**config.mk**
```make
export PLATFORM = sky130hd
export DESIGN_NAME = trace_encoder
export DESIGN_NICKNAME = d
export VERILOG_FILES = /design/src/common/trace_pkg.sv /design/src/verilog/trace_branch_map.sv /design/src/verilog/trace_encoder.sv /design/src/verilog/trace_packet_emitter.sv /design/src/verilog/trace_priority.sv /design/src/verilog/trace_resync_counter.sv /design/src/verilog/trace_stage_pipe.sv
export SDC_FILE = /design/constraint.sdc
export NUM_CORES = 1
export LEC_CHECK = 0
export BUFFER_PORTS_ARGS = -buffer_cell sky130_fd_sc_hd__buf_2
export CORE_AREA = 2 2 149 151
export DETAILED_ROUTE_END_ITERATION = 10
export DIE_AREA = 0 0 151 153
export PLACE_DENSITY = 0.79
export SLEW_MARGIN = 15
export SYNTH_ARGS = -nofsm -noshare
export SYNTH_HDL_FRONTEND = slang
export SYNTH_SLANG_ARGS = --single-unit
```
**constraint.sdc**
```tcl
create_clock -name clk_i -period 6.88 [get_ports clk_i]
set_input_delay 0.344 -clock clk_i [delete_from_list [all_inputs] [get_ports clk_i]]
set_output_delay 0.344 -clock clk_i [all_outputs]
set_load 0.02 [all_outputs]
```
**src/common/trace_pkg.sv**
```systemverilog
// shared widths, record types and packet encodings of the trace encoder
// every encoder module and the testbench import this package
package trace_pkg;

    // field widths of the retirement interface
    localparam int IADDR_W = 32;
    localparam int INSTR_W = 32;
    localparam int CAUSE_W = 5;
    localparam int TVAL_W  = 32;
    localparam int PRIV_W  = 2;

    // branch map holds up to 31 branches, count needs 5 bits
    localparam int BRANCH_MAP_LEN = 31;
    localparam int BRANCH_CNT_W   = 5;

    typedef logic [IADDR_W-1:0]        iaddr_t;
    typedef logic [INSTR_W-1:0]        instr_t;
    typedef logic [CAUSE_W-1:0]        cause_t;
    typedef logic [TVAL_W-1:0]         tval_t;
    typedef logic [PRIV_W-1:0]         priv_t;
    typedef logic [BRANCH_MAP_LEN-1:0] branch_map_t;
    typedef logic [BRANCH_CNT_W-1:0]   branch_cnt_t;

    // packet formats, format 0 is not generated
    typedef enum logic [1:0] {
        FMT_BRANCH_FULL = 2'd1,
        FMT_ADDR_ONLY   = 2'd2,
        FMT_SYNC        = 2'd3
    } trace_format_e;

    // subformats of a sync packet
    typedef enum logic [1:0] {
        SF_START = 2'd0,
        SF_TRAP  = 2'd1
    } sync_subformat_e;

    // one retired instruction as reported by the core
    typedef struct packed {
        iaddr_t iaddr;
        instr_t instr;
        priv_t  priv;
        logic   exception;
        logic   interrupt;
        cause_t cause;
        tval_t  tval;
    } trace_instr_t;

    // decoded record kept in the tc/lc pipe, raw word already dropped
    typedef struct packed {
        iaddr_t iaddr;
        priv_t  priv;
        logic   exception;
        logic   interrupt;
        cause_t cause;
        tval_t  tval;
        logic   valid;
        logic   qualified;
        logic   is_branch;
        logic   updiscon;
    } trace_stage_t;

    // outgoing packet, fields unused by a format stay zero
    typedef struct packed {
        trace_format_e   format;
        sync_subformat_e subformat;
        priv_t           priv;
        iaddr_t          iaddr;
        logic            interrupt;
        cause_t          cause;
        tval_t           tval;
        branch_cnt_t     branches;
        branch_map_t     branch_map;
    } trace_packet_t;

endpackage

```
**src/verilog/trace_branch_map.sv**
```systemverilog
// branch map, one direction bit per committed branch since the last packet
// outputs already include the branch committed this cycle
// a flush on the commit edge empties the map after it has been sent
`timescale 1ns/1ps

module trace_branch_map (
    input  logic                    clk_i,
    input  logic                    rst_ni,
    input  logic                    commit_i,
    input  trace_pkg::trace_stage_t tc_i,
    input  logic                    taken_i,
    input  logic                    flush_i,
    output trace_pkg::branch_map_t  map_o,
    output trace_pkg::branch_cnt_t  count_o,
    output logic                    full_o
);
    import trace_pkg::*;

    branch_map_t map_q;
    branch_map_t map_d;
    branch_cnt_t count_q;
    branch_cnt_t count_d;
    logic        append;

    assign append = commit_i && tc_i.is_branch;

    // lookahead, bit 0 holds the oldest branch
    always_comb begin
        map_d   = map_q;
        count_d = count_q;
        if (append) begin
            map_d[count_q] = taken_i;
            count_d        = count_q + 1'b1;
        end
    end

    assign map_o   = map_d;
    assign count_o = count_d;
    assign full_o  = (count_d == BRANCH_CNT_W'(BRANCH_MAP_LEN));

    always_ff @(posedge clk_i or negedge rst_ni) begin
        if (!rst_ni) begin
            map_q   <= '0;
            count_q <= '0;
        end else if (flush_i) begin
            map_q   <= '0;
            count_q <= '0;
        end else begin
            map_q   <= map_d;
            count_q <= count_d;
        end
    end

    // a full map always forces a packet, so a full count is never stored
    a_count_bound: assert property (
        @(posedge clk_i) disable iff (!rst_ni)
        count_q < BRANCH_CNT_W'(BRANCH_MAP_LEN)
    );

endmodule

```
**src/verilog/trace_encoder.sv**
```systemverilog
// top level of the instruction trace encoder
// watches the retirement stream and emits one packet struct per packet decision
// RESYNC_MAX sets the number of commits between forced sync packets
`timescale 1ns/1ps

module trace_encoder #(
    parameter int RESYNC_MAX = 64
) (
    input  logic                     clk_i,
    input  logic                     rst_ni,
    input  logic                     iretired_i,
    input  logic                     trace_enable_i,
    input  trace_pkg::trace_instr_t  instr_i,
    output logic                     packet_valid_o,
    output trace_pkg::trace_packet_t packet_o
);
    import trace_pkg::*;

    // tc/lc view of the instruction stream
    trace_stage_t    tc;
    trace_stage_t    lc;
    logic            tc_taken;
    // priority decision
    logic            commit;
    logic            emit;
    trace_format_e   pkt_format;
    sync_subformat_e pkt_subformat;
    // branch map lookahead
    branch_map_t     br_map;
    branch_cnt_t     br_count;
    logic            br_full;
    // resync timer
    logic            resync_expired;

    trace_stage_pipe i_stage_pipe (
        .clk_i          (clk_i),
        .rst_ni         (rst_ni),
        .iretired_i     (iretired_i),
        .trace_enable_i (trace_enable_i),
        .instr_i        (instr_i),
        .tc_o           (tc),
        .lc_o           (lc),
        .tc_taken_o     (tc_taken)
    );

    trace_priority i_priority (
        .clk_i          (clk_i),
        .rst_ni         (rst_ni),
        .iretired_i     (iretired_i),
        .trace_enable_i (trace_enable_i),
        .tc_i           (tc),
        .lc_i           (lc),
        .full_i         (br_full),
        .expired_i      (resync_expired),
        .count_i        (br_count),
        .commit_o       (commit),
        .emit_o         (emit),
        .format_o       (pkt_format),
        .subformat_o    (pkt_subformat)
    );

    // every emitted packet carries and empties the map
    trace_branch_map i_branch_map (
        .clk_i    (clk_i),
        .rst_ni   (rst_ni),
        .commit_i (commit),
        .tc_i     (tc),
        .taken_i  (tc_taken),
        .flush_i  (emit),
        .map_o    (br_map),
        .count_o  (br_count),
        .full_o   (br_full)
    );

    trace_resync_counter #(
        .RESYNC_MAX (RESYNC_MAX)
    ) i_resync_counter (
        .clk_i     (clk_i),
        .rst_ni    (rst_ni),
        .commit_i  (commit),
        .emit_i    (emit),
        .format_i  (pkt_format),
        .expired_o (resync_expired)
    );

    trace_packet_emitter i_packet_emitter (
        .clk_i          (clk_i),
        .rst_ni         (rst_ni),
        .emit_i         (emit),
        .format_i       (pkt_format),
        .subformat_i    (pkt_subformat),
        .tc_i           (tc),
        .lc_i           (lc),
        .map_i          (br_map),
        .count_i        (br_count),
        .packet_valid_o (packet_valid_o),
        .packet_o       (packet_o)
    );

endmodule

```
**src/verilog/trace_packet_emitter.sv**
```systemverilog
// builds the packet struct from the priority decision and registers it
// packet_valid_o pulses for one cycle after each decision that emits
`timescale 1ns/1ps

module trace_packet_emitter (
    input  logic                       clk_i,
    input  logic                       rst_ni,
    input  logic                       emit_i,
    input  trace_pkg::trace_format_e   format_i,
    input  trace_pkg::sync_subformat_e subformat_i,
    input  trace_pkg::trace_stage_t    tc_i,
    input  trace_pkg::trace_stage_t    lc_i,
    input  trace_pkg::branch_map_t     map_i,
    input  trace_pkg::branch_cnt_t     count_i,
    output logic                       packet_valid_o,
    output trace_pkg::trace_packet_t   packet_o
);
    import trace_pkg::*;

    trace_packet_t pkt_d;
    trace_packet_t pkt_q;
    logic          valid_q;
    logic          is_sync;
    logic          is_trap;

    assign is_sync = (format_i == FMT_SYNC);
    assign is_trap = is_sync && (subformat_i == SF_TRAP);

    always_comb begin
        // unused fields stay zero
        pkt_d            = '0;
        pkt_d.format     = format_i;
        // address is always full and always from tc
        pkt_d.iaddr      = tc_i.iaddr;
        pkt_d.branches   = count_i;
        pkt_d.branch_map = map_i;
        if (is_sync) begin
            pkt_d.subformat = subformat_i;
            pkt_d.priv      = tc_i.priv;
        end
        // trap details come from the trapping lc instruction
        if (is_trap) begin
            pkt_d.interrupt = lc_i.interrupt;
            pkt_d.cause     = lc_i.cause;
            pkt_d.tval      = lc_i.tval;
        end
    end

    always_ff @(posedge clk_i or negedge rst_ni) begin
        if (!rst_ni) begin
            valid_q <= 1'b0;
        end else begin
            valid_q <= emit_i;
        end
    end

    // payload only loads with a packet
    always_ff @(posedge clk_i) begin
        if (emit_i) begin
            pkt_q <= pkt_d;
        end
    end

    assign packet_valid_o = valid_q;
    assign packet_o       = pkt_q;

endmodule

```
**src/verilog/trace_priority.sv**
```systemverilog
// qualification FSM and packet priority decision
// decides the tc instruction when the next retirement arrives
// combinational apart from the qualification state register
`timescale 1ns/1ps

module trace_priority (
    input  logic                       clk_i,
    input  logic                       rst_ni,
    input  logic                       iretired_i,
    input  logic                       trace_enable_i,
    input  trace_pkg::trace_stage_t    tc_i,
    input  trace_pkg::trace_stage_t    lc_i,
    input  logic                       full_i,
    input  logic                       expired_i,
    input  trace_pkg::branch_cnt_t     count_i,
    output logic                       commit_o,
    output logic                       emit_o,
    output trace_pkg::trace_format_e   format_o,
    output trace_pkg::sync_subformat_e subformat_o
);
    import trace_pkg::*;

    typedef enum logic {
        QUAL_OFF,
        QUAL_TRACING
    } qual_state_e;

    qual_state_e state_q;
    qual_state_e state_d;
    logic        decide;
    logic        trap_pkt;
    logic        start_pkt;
    logic        disc_pkt;

    // tc is decided once its successor retires
    assign decide   = iretired_i && tc_i.valid;
    assign commit_o = decide && tc_i.qualified;

    // previous instruction trapped
    assign trap_pkt  = lc_i.valid && lc_i.qualified && lc_i.exception;
    // first qualified instruction, privilege change or resync due
    assign start_pkt = (state_q == QUAL_OFF) || (tc_i.priv != lc_i.priv) || expired_i;
    // uninferable jump, last qualified instruction or full map
    assign disc_pkt  = lc_i.updiscon || !trace_enable_i || full_i;

    always_comb begin
        emit_o      = 1'b0;
        format_o    = FMT_ADDR_ONLY;
        subformat_o = SF_START;
        if (commit_o) begin
            if (trap_pkt) begin
                emit_o      = 1'b1;
                format_o    = FMT_SYNC;
                subformat_o = SF_TRAP;
            end else if (start_pkt) begin
                emit_o      = 1'b1;
                format_o    = FMT_SYNC;
                subformat_o = SF_START;
            end else if (disc_pkt) begin
                emit_o = 1'b1;
                // address only when there are no branches to report
                if (count_i != '0) begin
                    format_o = FMT_BRANCH_FULL;
                end else begin
                    format_o = FMT_ADDR_ONLY;
                end
            end
        end
    end

    // qualification FSM
    always_comb begin
        state_d = state_q;
        if (decide && !trace_enable_i) begin
            // nc drops out of the trace
            state_d = QUAL_OFF;
        end else if (commit_o) begin
            state_d = QUAL_TRACING;
        end
    end

    always_ff @(posedge clk_i or negedge rst_ni) begin
        if (!rst_ni) begin
            state_q <= QUAL_OFF;
        end else begin
            state_q <= state_d;
        end
    end

    // while tracing, the pipe holds a qualified tc after a qualified lc
    a_tracing_pipe: assert property (
        @(posedge clk_i) disable iff (!rst_ni)
        (state_q == QUAL_TRACING) |-> (tc_i.qualified && lc_i.valid && lc_i.qualified)
    );

endmodule

```
**src/verilog/trace_resync_counter.sv**
```systemverilog
// counts committed instructions since the last sync packet
// flags expiry at RESYNC_MAX so that the next commit sends a sync
`timescale 1ns/1ps

module trace_resync_counter #(
    parameter int RESYNC_MAX = 64
) (
    input  logic                     clk_i,
    input  logic                     rst_ni,
    input  logic                     commit_i,
    input  logic                     emit_i,
    input  trace_pkg::trace_format_e format_i,
    output logic                     expired_o
);
    import trace_pkg::*;

    localparam int CNT_W = $clog2(RESYNC_MAX + 1);

    logic [CNT_W-1:0] count_q;
    logic             sync;

    // any format 3 packet, start or trap, resynchronises the decoder
    assign sync      = emit_i && (format_i == FMT_SYNC);
    assign expired_o = (count_q == CNT_W'(RESYNC_MAX));

    always_ff @(posedge clk_i or negedge rst_ni) begin
        if (!rst_ni) begin
            count_q <= '0;
        end else if (sync) begin
            count_q <= '0;
        end else if (commit_i && !expired_o) begin
            // saturate until the sync goes out
            count_q <= count_q + 1'b1;
        end
    end

    // expiry is never left pending past a commit
    a_expiry_syncs: assert property (
        @(posedge clk_i) disable iff (!rst_ni)
        (commit_i && expired_o) |-> sync
    );

endmodule

```
**src/verilog/trace_stage_pipe.sv**
```systemverilog
// two-deep record pipe holding the this-cycle and last-cycle instructions
// the retirement on the input acts as the next-cycle instruction
// advances only on retirement, decodes branch and discontinuity on capture
`timescale 1ns/1ps

module trace_stage_pipe (
    input  logic                    clk_i,
    input  logic                    rst_ni,
    input  logic                    iretired_i,
    input  logic                    trace_enable_i,
    input  trace_pkg::trace_instr_t instr_i,
    output trace_pkg::trace_stage_t tc_o,
    output trace_pkg::trace_stage_t lc_o,
    output logic                    tc_taken_o
);
    import trace_pkg::*;

    // RV32 opcodes and system words that matter for tracing
    localparam logic [6:0] OPC_BRANCH = 7'b1100011;
    localparam logic [6:0] OPC_JALR   = 7'b1100111;
    localparam instr_t     MRET_WORD  = 32'h3020_0073;
    localparam instr_t     SRET_WORD  = 32'h1020_0073;

    trace_stage_t tc_q;
    trace_stage_t lc_q;
    trace_stage_t nc_stage;
    logic [6:0]   opcode;
    iaddr_t       tc_seq_addr;

    assign opcode = instr_i.instr[6:0];

    // decode the incoming word into a stage record
    always_comb begin
        nc_stage.iaddr     = instr_i.iaddr;
        nc_stage.priv      = instr_i.priv;
        nc_stage.exception = instr_i.exception;
        nc_stage.interrupt = instr_i.interrupt;
        nc_stage.cause     = instr_i.cause;
        nc_stage.tval      = instr_i.tval;
        nc_stage.valid     = 1'b1;
        // qualification comes straight from the enable
        nc_stage.qualified = trace_enable_i;
        nc_stage.is_branch = (opcode == OPC_BRANCH);
        // target of jalr or xret cannot be read from the binary
        nc_stage.updiscon  = (opcode == OPC_JALR) ||
                             (instr_i.instr == MRET_WORD) ||
                             (instr_i.instr == SRET_WORD);
    end

    // all instructions are 4 bytes wide
    assign tc_seq_addr = tc_q.iaddr + IADDR_W'(4);

    // nc address off the fall-through path means the tc branch was taken
    assign tc_taken_o = tc_q.valid && tc_q.is_branch && (instr_i.iaddr != tc_seq_addr);

    always_ff @(posedge clk_i or negedge rst_ni) begin
        if (!rst_ni) begin
            tc_q <= '0;
            lc_q <= '0;
        end else if (iretired_i) begin
            // shift on every retirement
            lc_q <= tc_q;
            tc_q <= nc_stage;
        end
    end

    assign tc_o = tc_q;
    assign lc_o = lc_q;

endmodule
```
==> flow_metrics.tcl, run 1 <==
set metrics [dict create \
    status "finished clean" \
    ys_seq_elements 277 \
    finalMaxSlewViolations 0 \
    setup_viol 0 \
    rows 54 \
    fin_hold_ws_ns 0.0325 \
    grt_pass1_wl_um 39700 \
    routabilityCongestion 0.899 \
    p_sw_w 0.000895 \
    synthTopCellsByArea "dfrtp_1 (35%), edfxtp_1 (28%), mux2_2 (11%)" \
    rsz0062_at_grt "false" \
    busiest_layer "met2" \
    synthCells 887 \
    vias 7850 \
    clkTransAtPathRegs_ns 0.06 \
    clock_sinks 277 \
    p_leak_nw 5.90 \
    drive_above_1_share_pct 35.5 \
    finalSetupTns_ns 0 \
    wl_per_cell_um 17.6 \
    drv_cap 0 \
    seqPwrFrac_pct 50.8 \
    fmax_mhz 213 \
    crit_family "simple AND/OR/NAND/NOR gates" \
    final_common_cell "buf_2" \
    syn_avg_cell_area_um2 13.3 \
    fin_area_um2 14000 \
    min_period_ns 4.70 \
    die_y_um 153 \
    antenna_found_initial 3 \
    crit_slowest_cell "a2111oi_0" \
    yosysWarnings 0 \
    intPower_w 0.00290 \
    clk_path_buf_depth 3 \
    clkLatencyLatePin_ns 0.54 \
    clockPowerShare_pct 39.3 \
    die_x_um 151 \
    die_area_um2 23100 \
    peakVddDrop_uv 202 \
    yosysTopAreaCellShare_pct 35.1 \
    firstDrtPassIters 5 \
    power_frac_comb_pct 9.9 \
    nNetsFinal 1208 \
    grt.total_usage_pct 21.5 \
    drc_errors 0 \
    area_growth_pct 18.6 \
    synth_edf_count 111 \
    grt_overflow 0 \
    final_cell_mix "buf_2 (217), dfrtp_1 (166), mux2_2 (115)" \
    yosysTopAreaCell "dfrtp_1" \
    use_met1_pct 27.8 \
    cts_tree "yes" \
    hpwl_um 16100 \
    clockRootBuffer "clkbuf_16" \
    period_share_pct 68.4 \
    path_class "flip-flop to flip-flop" \
    cp_num_buf_inv 1 \
    use_met3_pct 6.63 \
    synth_cell_types 64 \
    wirelength_um 24600 \
    core_um2 21500 \
    routed_via_density 5.63 \
    ant_nets 0 \
    yosysSeqAreaShare_pct 63.3 \
    h-tree-depth 1 \
    grt_max_degree 128 \
    hold_violations 0 \
    io_buffers 219 \
    hold_class "primary input to flip-flop" \
    slew_headroom_pct 25.3 \
    placed_area_um2 13100 \
    grt_pass1_vias 7863 \
    critPathMaxFanout 39 \
    ctsResizeCount 0 \
    worstMarginPinSlew_ns 1.12 \
    syn-num-nets 1003 \
    use_met2_pct 34.1 \
    startpoint_type "flip-flop" \
    start_util_pct 55.1 \
    p_per_area_nw_per_um2 270 \
    cp.required_ns 7.12 \
    synth_async_sr_flop_share_pct 59.9 \
    clock_skew_ns 0.00764 \
    worstPathArrival_ns 4.95 \
    syn_area_um2 11800 \
    first_iter_violations 590 \
    cts_buffers 28 \
    crit_chain "ha_1 -> nand4_2 -> nor4_4 -> and3_1 -> o22ai_1 -> a2111oi_0 -> o2111ai_1 -> nor2_4 -> buf_4 -> a31oi_1" \
    switching_share_pct 23.6 \
    ys.flop_type "dfrtp_1" \
    ioPinCount 222 \
    cpPeakStageDelay_ns 0.78 \
    end_kind "flip-flop" \
]
## what timing repair did
item                                   4_1_cts  5_1_grt
setup buffers                                0        0
endpoints found under the hold margin       99        0
hold buffers                                 1        0
## path summary, 6_finish.rpt
kind,from,to,slack [ns],cells past startpoint
worst max-delay path,i_stage_pipe.tc_o[47]$_DFFE_PN0P_,i_packet_emitter.packet_o[19]$_DFFE_PP_,2.18,10
max in group asynchronous,rst_ni,i_stage_pipe.tc_o[3]$_DFFE_PN0P_,4.91,3
worst max register to register,i_stage_pipe.tc_o[47]$_DFFE_PN0P_,i_packet_emitter.packet_o[19]$_DFFE_PP_,2.18,10
worst min-delay path,instr_i[5],i_stage_pipe.tc_o[9]$_DFFE_PN0P_,0.03,2
min in group asynchronous,rst_ni,i_stage_pipe.lc_o[39]$_DFFE_PN0P_,0.50,2
worst min register to register,i_resync_counter.count_q[6]$_DFFE_PN0P_,i_resync_counter.count_q[6]$_DFFE_PN0P_,0.49,1
## power by group through the flow
stage | combinational [W] | clock, W | sequential, W
finish | 0.000375 | 0.00149 | 0.00193
detailed placement | 0.000378 | 0 | 0.00196
global route | 0.000412 | 0.00159 | 0.00194
global placement | 0.000366 | 0 | 0.00195
CTS | 0.000380 | 0.00153 | 0.00193
floorplan | 0.000201 | 0 | 0.00199
## layout make-up
type,instances,area (um2)
flip-flops and latches,277,7490
fillers,1612,7460
multi-input cells,545,4050
repair buffers,229,1180
clock buffers,43,808
well taps,280,350
clock inverters,9,97.6
inverters,11,46.3
diodes,1,2.50
## layer usage
metal  vias to the layer above  part of all wire, %
met4                         4                  3.5
met1                      3846                   41
li1                       3693                    -
met5                         -                0.085
met2                       248                   47
met3                        59                  8.5
## metrics by stage
stage	worst slack, ns	utilization, %	instances	total power (W)
floorplan	1.25	-	887	0.00219
global placement	2.17	61.0	1341	0.00232
detailed placement	2.06	61.0	1341	0.00234
CTS	2.29	65.3	1394	0.00383
global route	1.98	65.3	1395	0.00394
finish	2.18	65.3	1395	0.00379
## cells in the mapped netlist (all sizes together) (12+ instances only)
library cell and n:
a21oi 41, a311oi 23, a31oi 27, and2 45, and3 17, buf 12, clkbuf 42, dfrtp 166
edfxtp 111, mux2 115, nand2 40, nand3 29, nand4 13, nor2 29, o21ai 27, xnor2 24
xor2 15
## registers in the layout (all words and copies together) (netlist names)
register / flops
i_packet_emitter.packet_o: 111
i_resync_counter.count_q: 7
i_packet_emitter.packet_valid_o: 1
i_branch_map.map_q: 31
i_priority.state_q: 1
i_branch_map.count_q: 5
i_stage_pipe.lc_o: 44
i_stage_pipe.tc_o: 77
## cell families (layout without fill, tap and decap cells)
family	count (synthesis)	in the layout	share of synthesized area, %
AOI/OAI and AO/OA	149	149	8.05
xor gates and xnor gates	39	39	2.89
adders and majority gates	7	7	0.740
buffers and inverters	65	292	2.50
DFF	277	277	63.3
muxes	120	120	11.4
other	1	2	0.0317
and+or+nand+nor	229	229	11.1
(Power assumes the default switching activity.)
==> run 2: changes to the inputs <==
--- a/config.mk
+++ b/config.mk
@@ -6,10 +6,10 @@
 export NUM_CORES = 1
 export LEC_CHECK = 0
 export BUFFER_PORTS_ARGS = -buffer_cell sky130_fd_sc_hd__buf_2
-export CORE_AREA = 2 2 149 151
+export CORE_AREA = 2 2 157 159
 export DETAILED_ROUTE_END_ITERATION = 10
-export DIE_AREA = 0 0 151 153
-export PLACE_DENSITY = 0.79
+export DIE_AREA = 0 0 159 161
+export PLACE_DENSITY = 0.75
 export SLEW_MARGIN = 15
 export SYNTH_ARGS = -nofsm -noshare
 export SYNTH_HDL_FRONTEND = slang
==> constraint.sdc (replaced) <==
create_clock -name clk_i -period 4.1 [get_ports clk_i]
set_input_delay 0.205 -clock clk_i [delete_from_list [all_inputs] [get_ports clk_i]]
set_output_delay 0.205 -clock clk_i [all_outputs]
set_load 0.02 [all_outputs]
==> flow_metrics.tcl, run 2 (same netlist as run 1, synthesis figures left out) <==
set metrics [dict create \
    p_leak_nw 6.28 \
    core_um2 24000 \
    num-fill-cells 1864 \
    min_period_ns 3.72 \
    clockRootBuffer "clkbuf_16" \
    drv_cap 0 \
    cp.required_ns 4.35 \
    nNetsFinal 1290 \
    end_kind "flip-flop" \
    slew_headroom_pct 36.0 \
    peakVddDrop_uv 389 \
    ioPinCount 222 \
    area_growth_pct 26.6 \
    grt.total_usage_pct 20.3 \
    hpwl_um 16600 \
    status "finished clean" \
    period_share_pct 90.8 \
    grt_overflow 0 \
    cts_buffers 29 \
    vias 8116 \
    wirelength_um 25900 \
    setup_viol 0 \
    io_buffers 219 \
    critPathMaxFanout 62 \
    grt_pass1_vias 8263 \
    clk_path_buf_depth 3 \
    antenna_found_initial 2 \
    worstMarginPinSlew_ns 0.960 \
    firstDrtPassIters 5 \
    startpoint_type "flip-flop" \
    routed_via_density 5.33 \
    die_y_um 161 \
    regArea_um2 7490 \
    grt_pass1_wl_um 42400 \
    cts_tree "yes" \
    clock_sinks 277 \
    hold_class "primary input to flip-flop" \
    ant_nets 0 \
    clkLatencyLatePin_ns 0.54 \
    p_per_area_nw_per_um2 439 \
    clock_skew_ns 0.0137 \
    grt_max_degree 98 \
    clkTransAtPathRegs_ns 0.07 \
    first_iter_violations 517 \
    drc_errors 0 \
    path_class "flip-flop to flip-flop" \
    worstPathArrival_ns 3.97 \
    rows 57 \
    fin_area_um2 15000 \
    cts_setup_buffers 0 \
    finalSetupTns_ns 0 \
    h-tree-depth 1 \
    multi_input_area_um2 4050 \
    rsz0062_at_grt "false" \
    final_cell_mix "buf_2 (217), dfrtp_1 (166), mux2_2 (115)" \
    final_common_cell "buf_2" \
    fin_util_pct 62.5 \
    largest_register_ffs 111 \
    finalMaxSlewViolations 0 \
    drive_above_1_share_pct 33.7 \
    fmax_mhz 269 \
    die_x_um 159 \
    die_area_um2 25600 \
    hold_violations 0 \
    start_util_pct 49.4 \
    wl_per_cell_um 17.0 \
    placed_area_um2 13200 \
    routabilityCongestion 0.803 \
]
run 2: path summary, 6_finish.rpt:
path                       depth (start not counted)                                 endpoint                               startpoint  slack, ns
hold reg to reg                                    1  i_resync_counter.count_q[6]$_DFFE_PN0P_  i_resync_counter.count_q[6]$_DFFE_PN0P_       0.49
setup / recovery                                   9  i_packet_emitter.packet_o[13]$_DFFE_PP_        i_stage_pipe.tc_o[53]$_DFFE_PN0P_       0.38
max in group asynchronous                          3        i_stage_pipe.tc_o[26]$_DFFE_PN0P_                                   rst_ni       2.73
min in group asynchronous                          2        i_stage_pipe.tc_o[69]$_DFFE_PN0P_                                   rst_ni       0.33
hold / removal                                     3         i_stage_pipe.tc_o[1]$_DFFE_PN0P_                              instr_i[45]       0.07
setup reg to reg                                   9  i_packet_emitter.packet_o[13]$_DFFE_PP_        i_stage_pipe.tc_o[53]$_DFFE_PN0P_       0.38
run 2: per-layer routing:
layer	wire (um)	track usage, %	share of wire, %
met1	11000	27.0	42
met2	12600	33.3	49
met3	1790	4.73	6.9
met4	540	6.45	2.1
met5	0	0	0
run 2: through the flow:
| step | cells | setup WS, ns | total power (W) | hold slack (ns) |
|---|---|---|---|---|
| 2_1_floorplan | 887 | 0.349 | 0.00367 | -0.0906 |
| 3_3_place_gp | 1391 | 0.583 | 0.00390 | 0.366 |
| 3_5_place_dp | 1391 | 0.484 | 0.00393 | 0.370 |
| 4_1_cts | 1521 | 0.492 | 0.00665 | 0.0477 |
| 5_1_grt | 1523 | 0.169 | 0.00687 | 0.0651 |
| 6_report | 1523 | 0.378 | 0.00658 | 0.0738 |
run 2: layout make-up:
class / count / share of cell area, %
inverter: 11 / 0.309
clock inverter: 8 / 0.819
timing repair buffer: 310 / 13.5
antenna: 2 / 0.0334
clock buffer: 46 / 5.67
multi-input combinational: 545 / 27.0
sequential: 277 / 50.0
tap: 324 / 2.71
run 2: where the power goes:
| part | total, W | switching, W | internal, W |
|---|---|---|---|
| clock network | 0.00265 | 0.00104 | 0.00160 |
| logic | 0.000701 | 0.000374 | 0.000327 |
| registers | 0.00323 | 0.000125 | 0.00311 |
run 2: timing repair:
item | in CTS | in global routing
gates resized for setup | 0 | 0
endpoints found under the hold margin | 171 | 0
hold buffers | 76 | 0
setup endpoints to repair | 0 | 0
run 2: worst max-delay path: stages, from the launching register on:
cell	delay [ns]
dfrtp_1	0.54
nand4_4	0.22
nor4_4	0.64
and3_1	0.24
o22ai_1	0.12
a2111oi_0	0.70
o2111ai_1	0.31
nor2_4	0.21
buf_12	0.26
a31oi_1	0.14
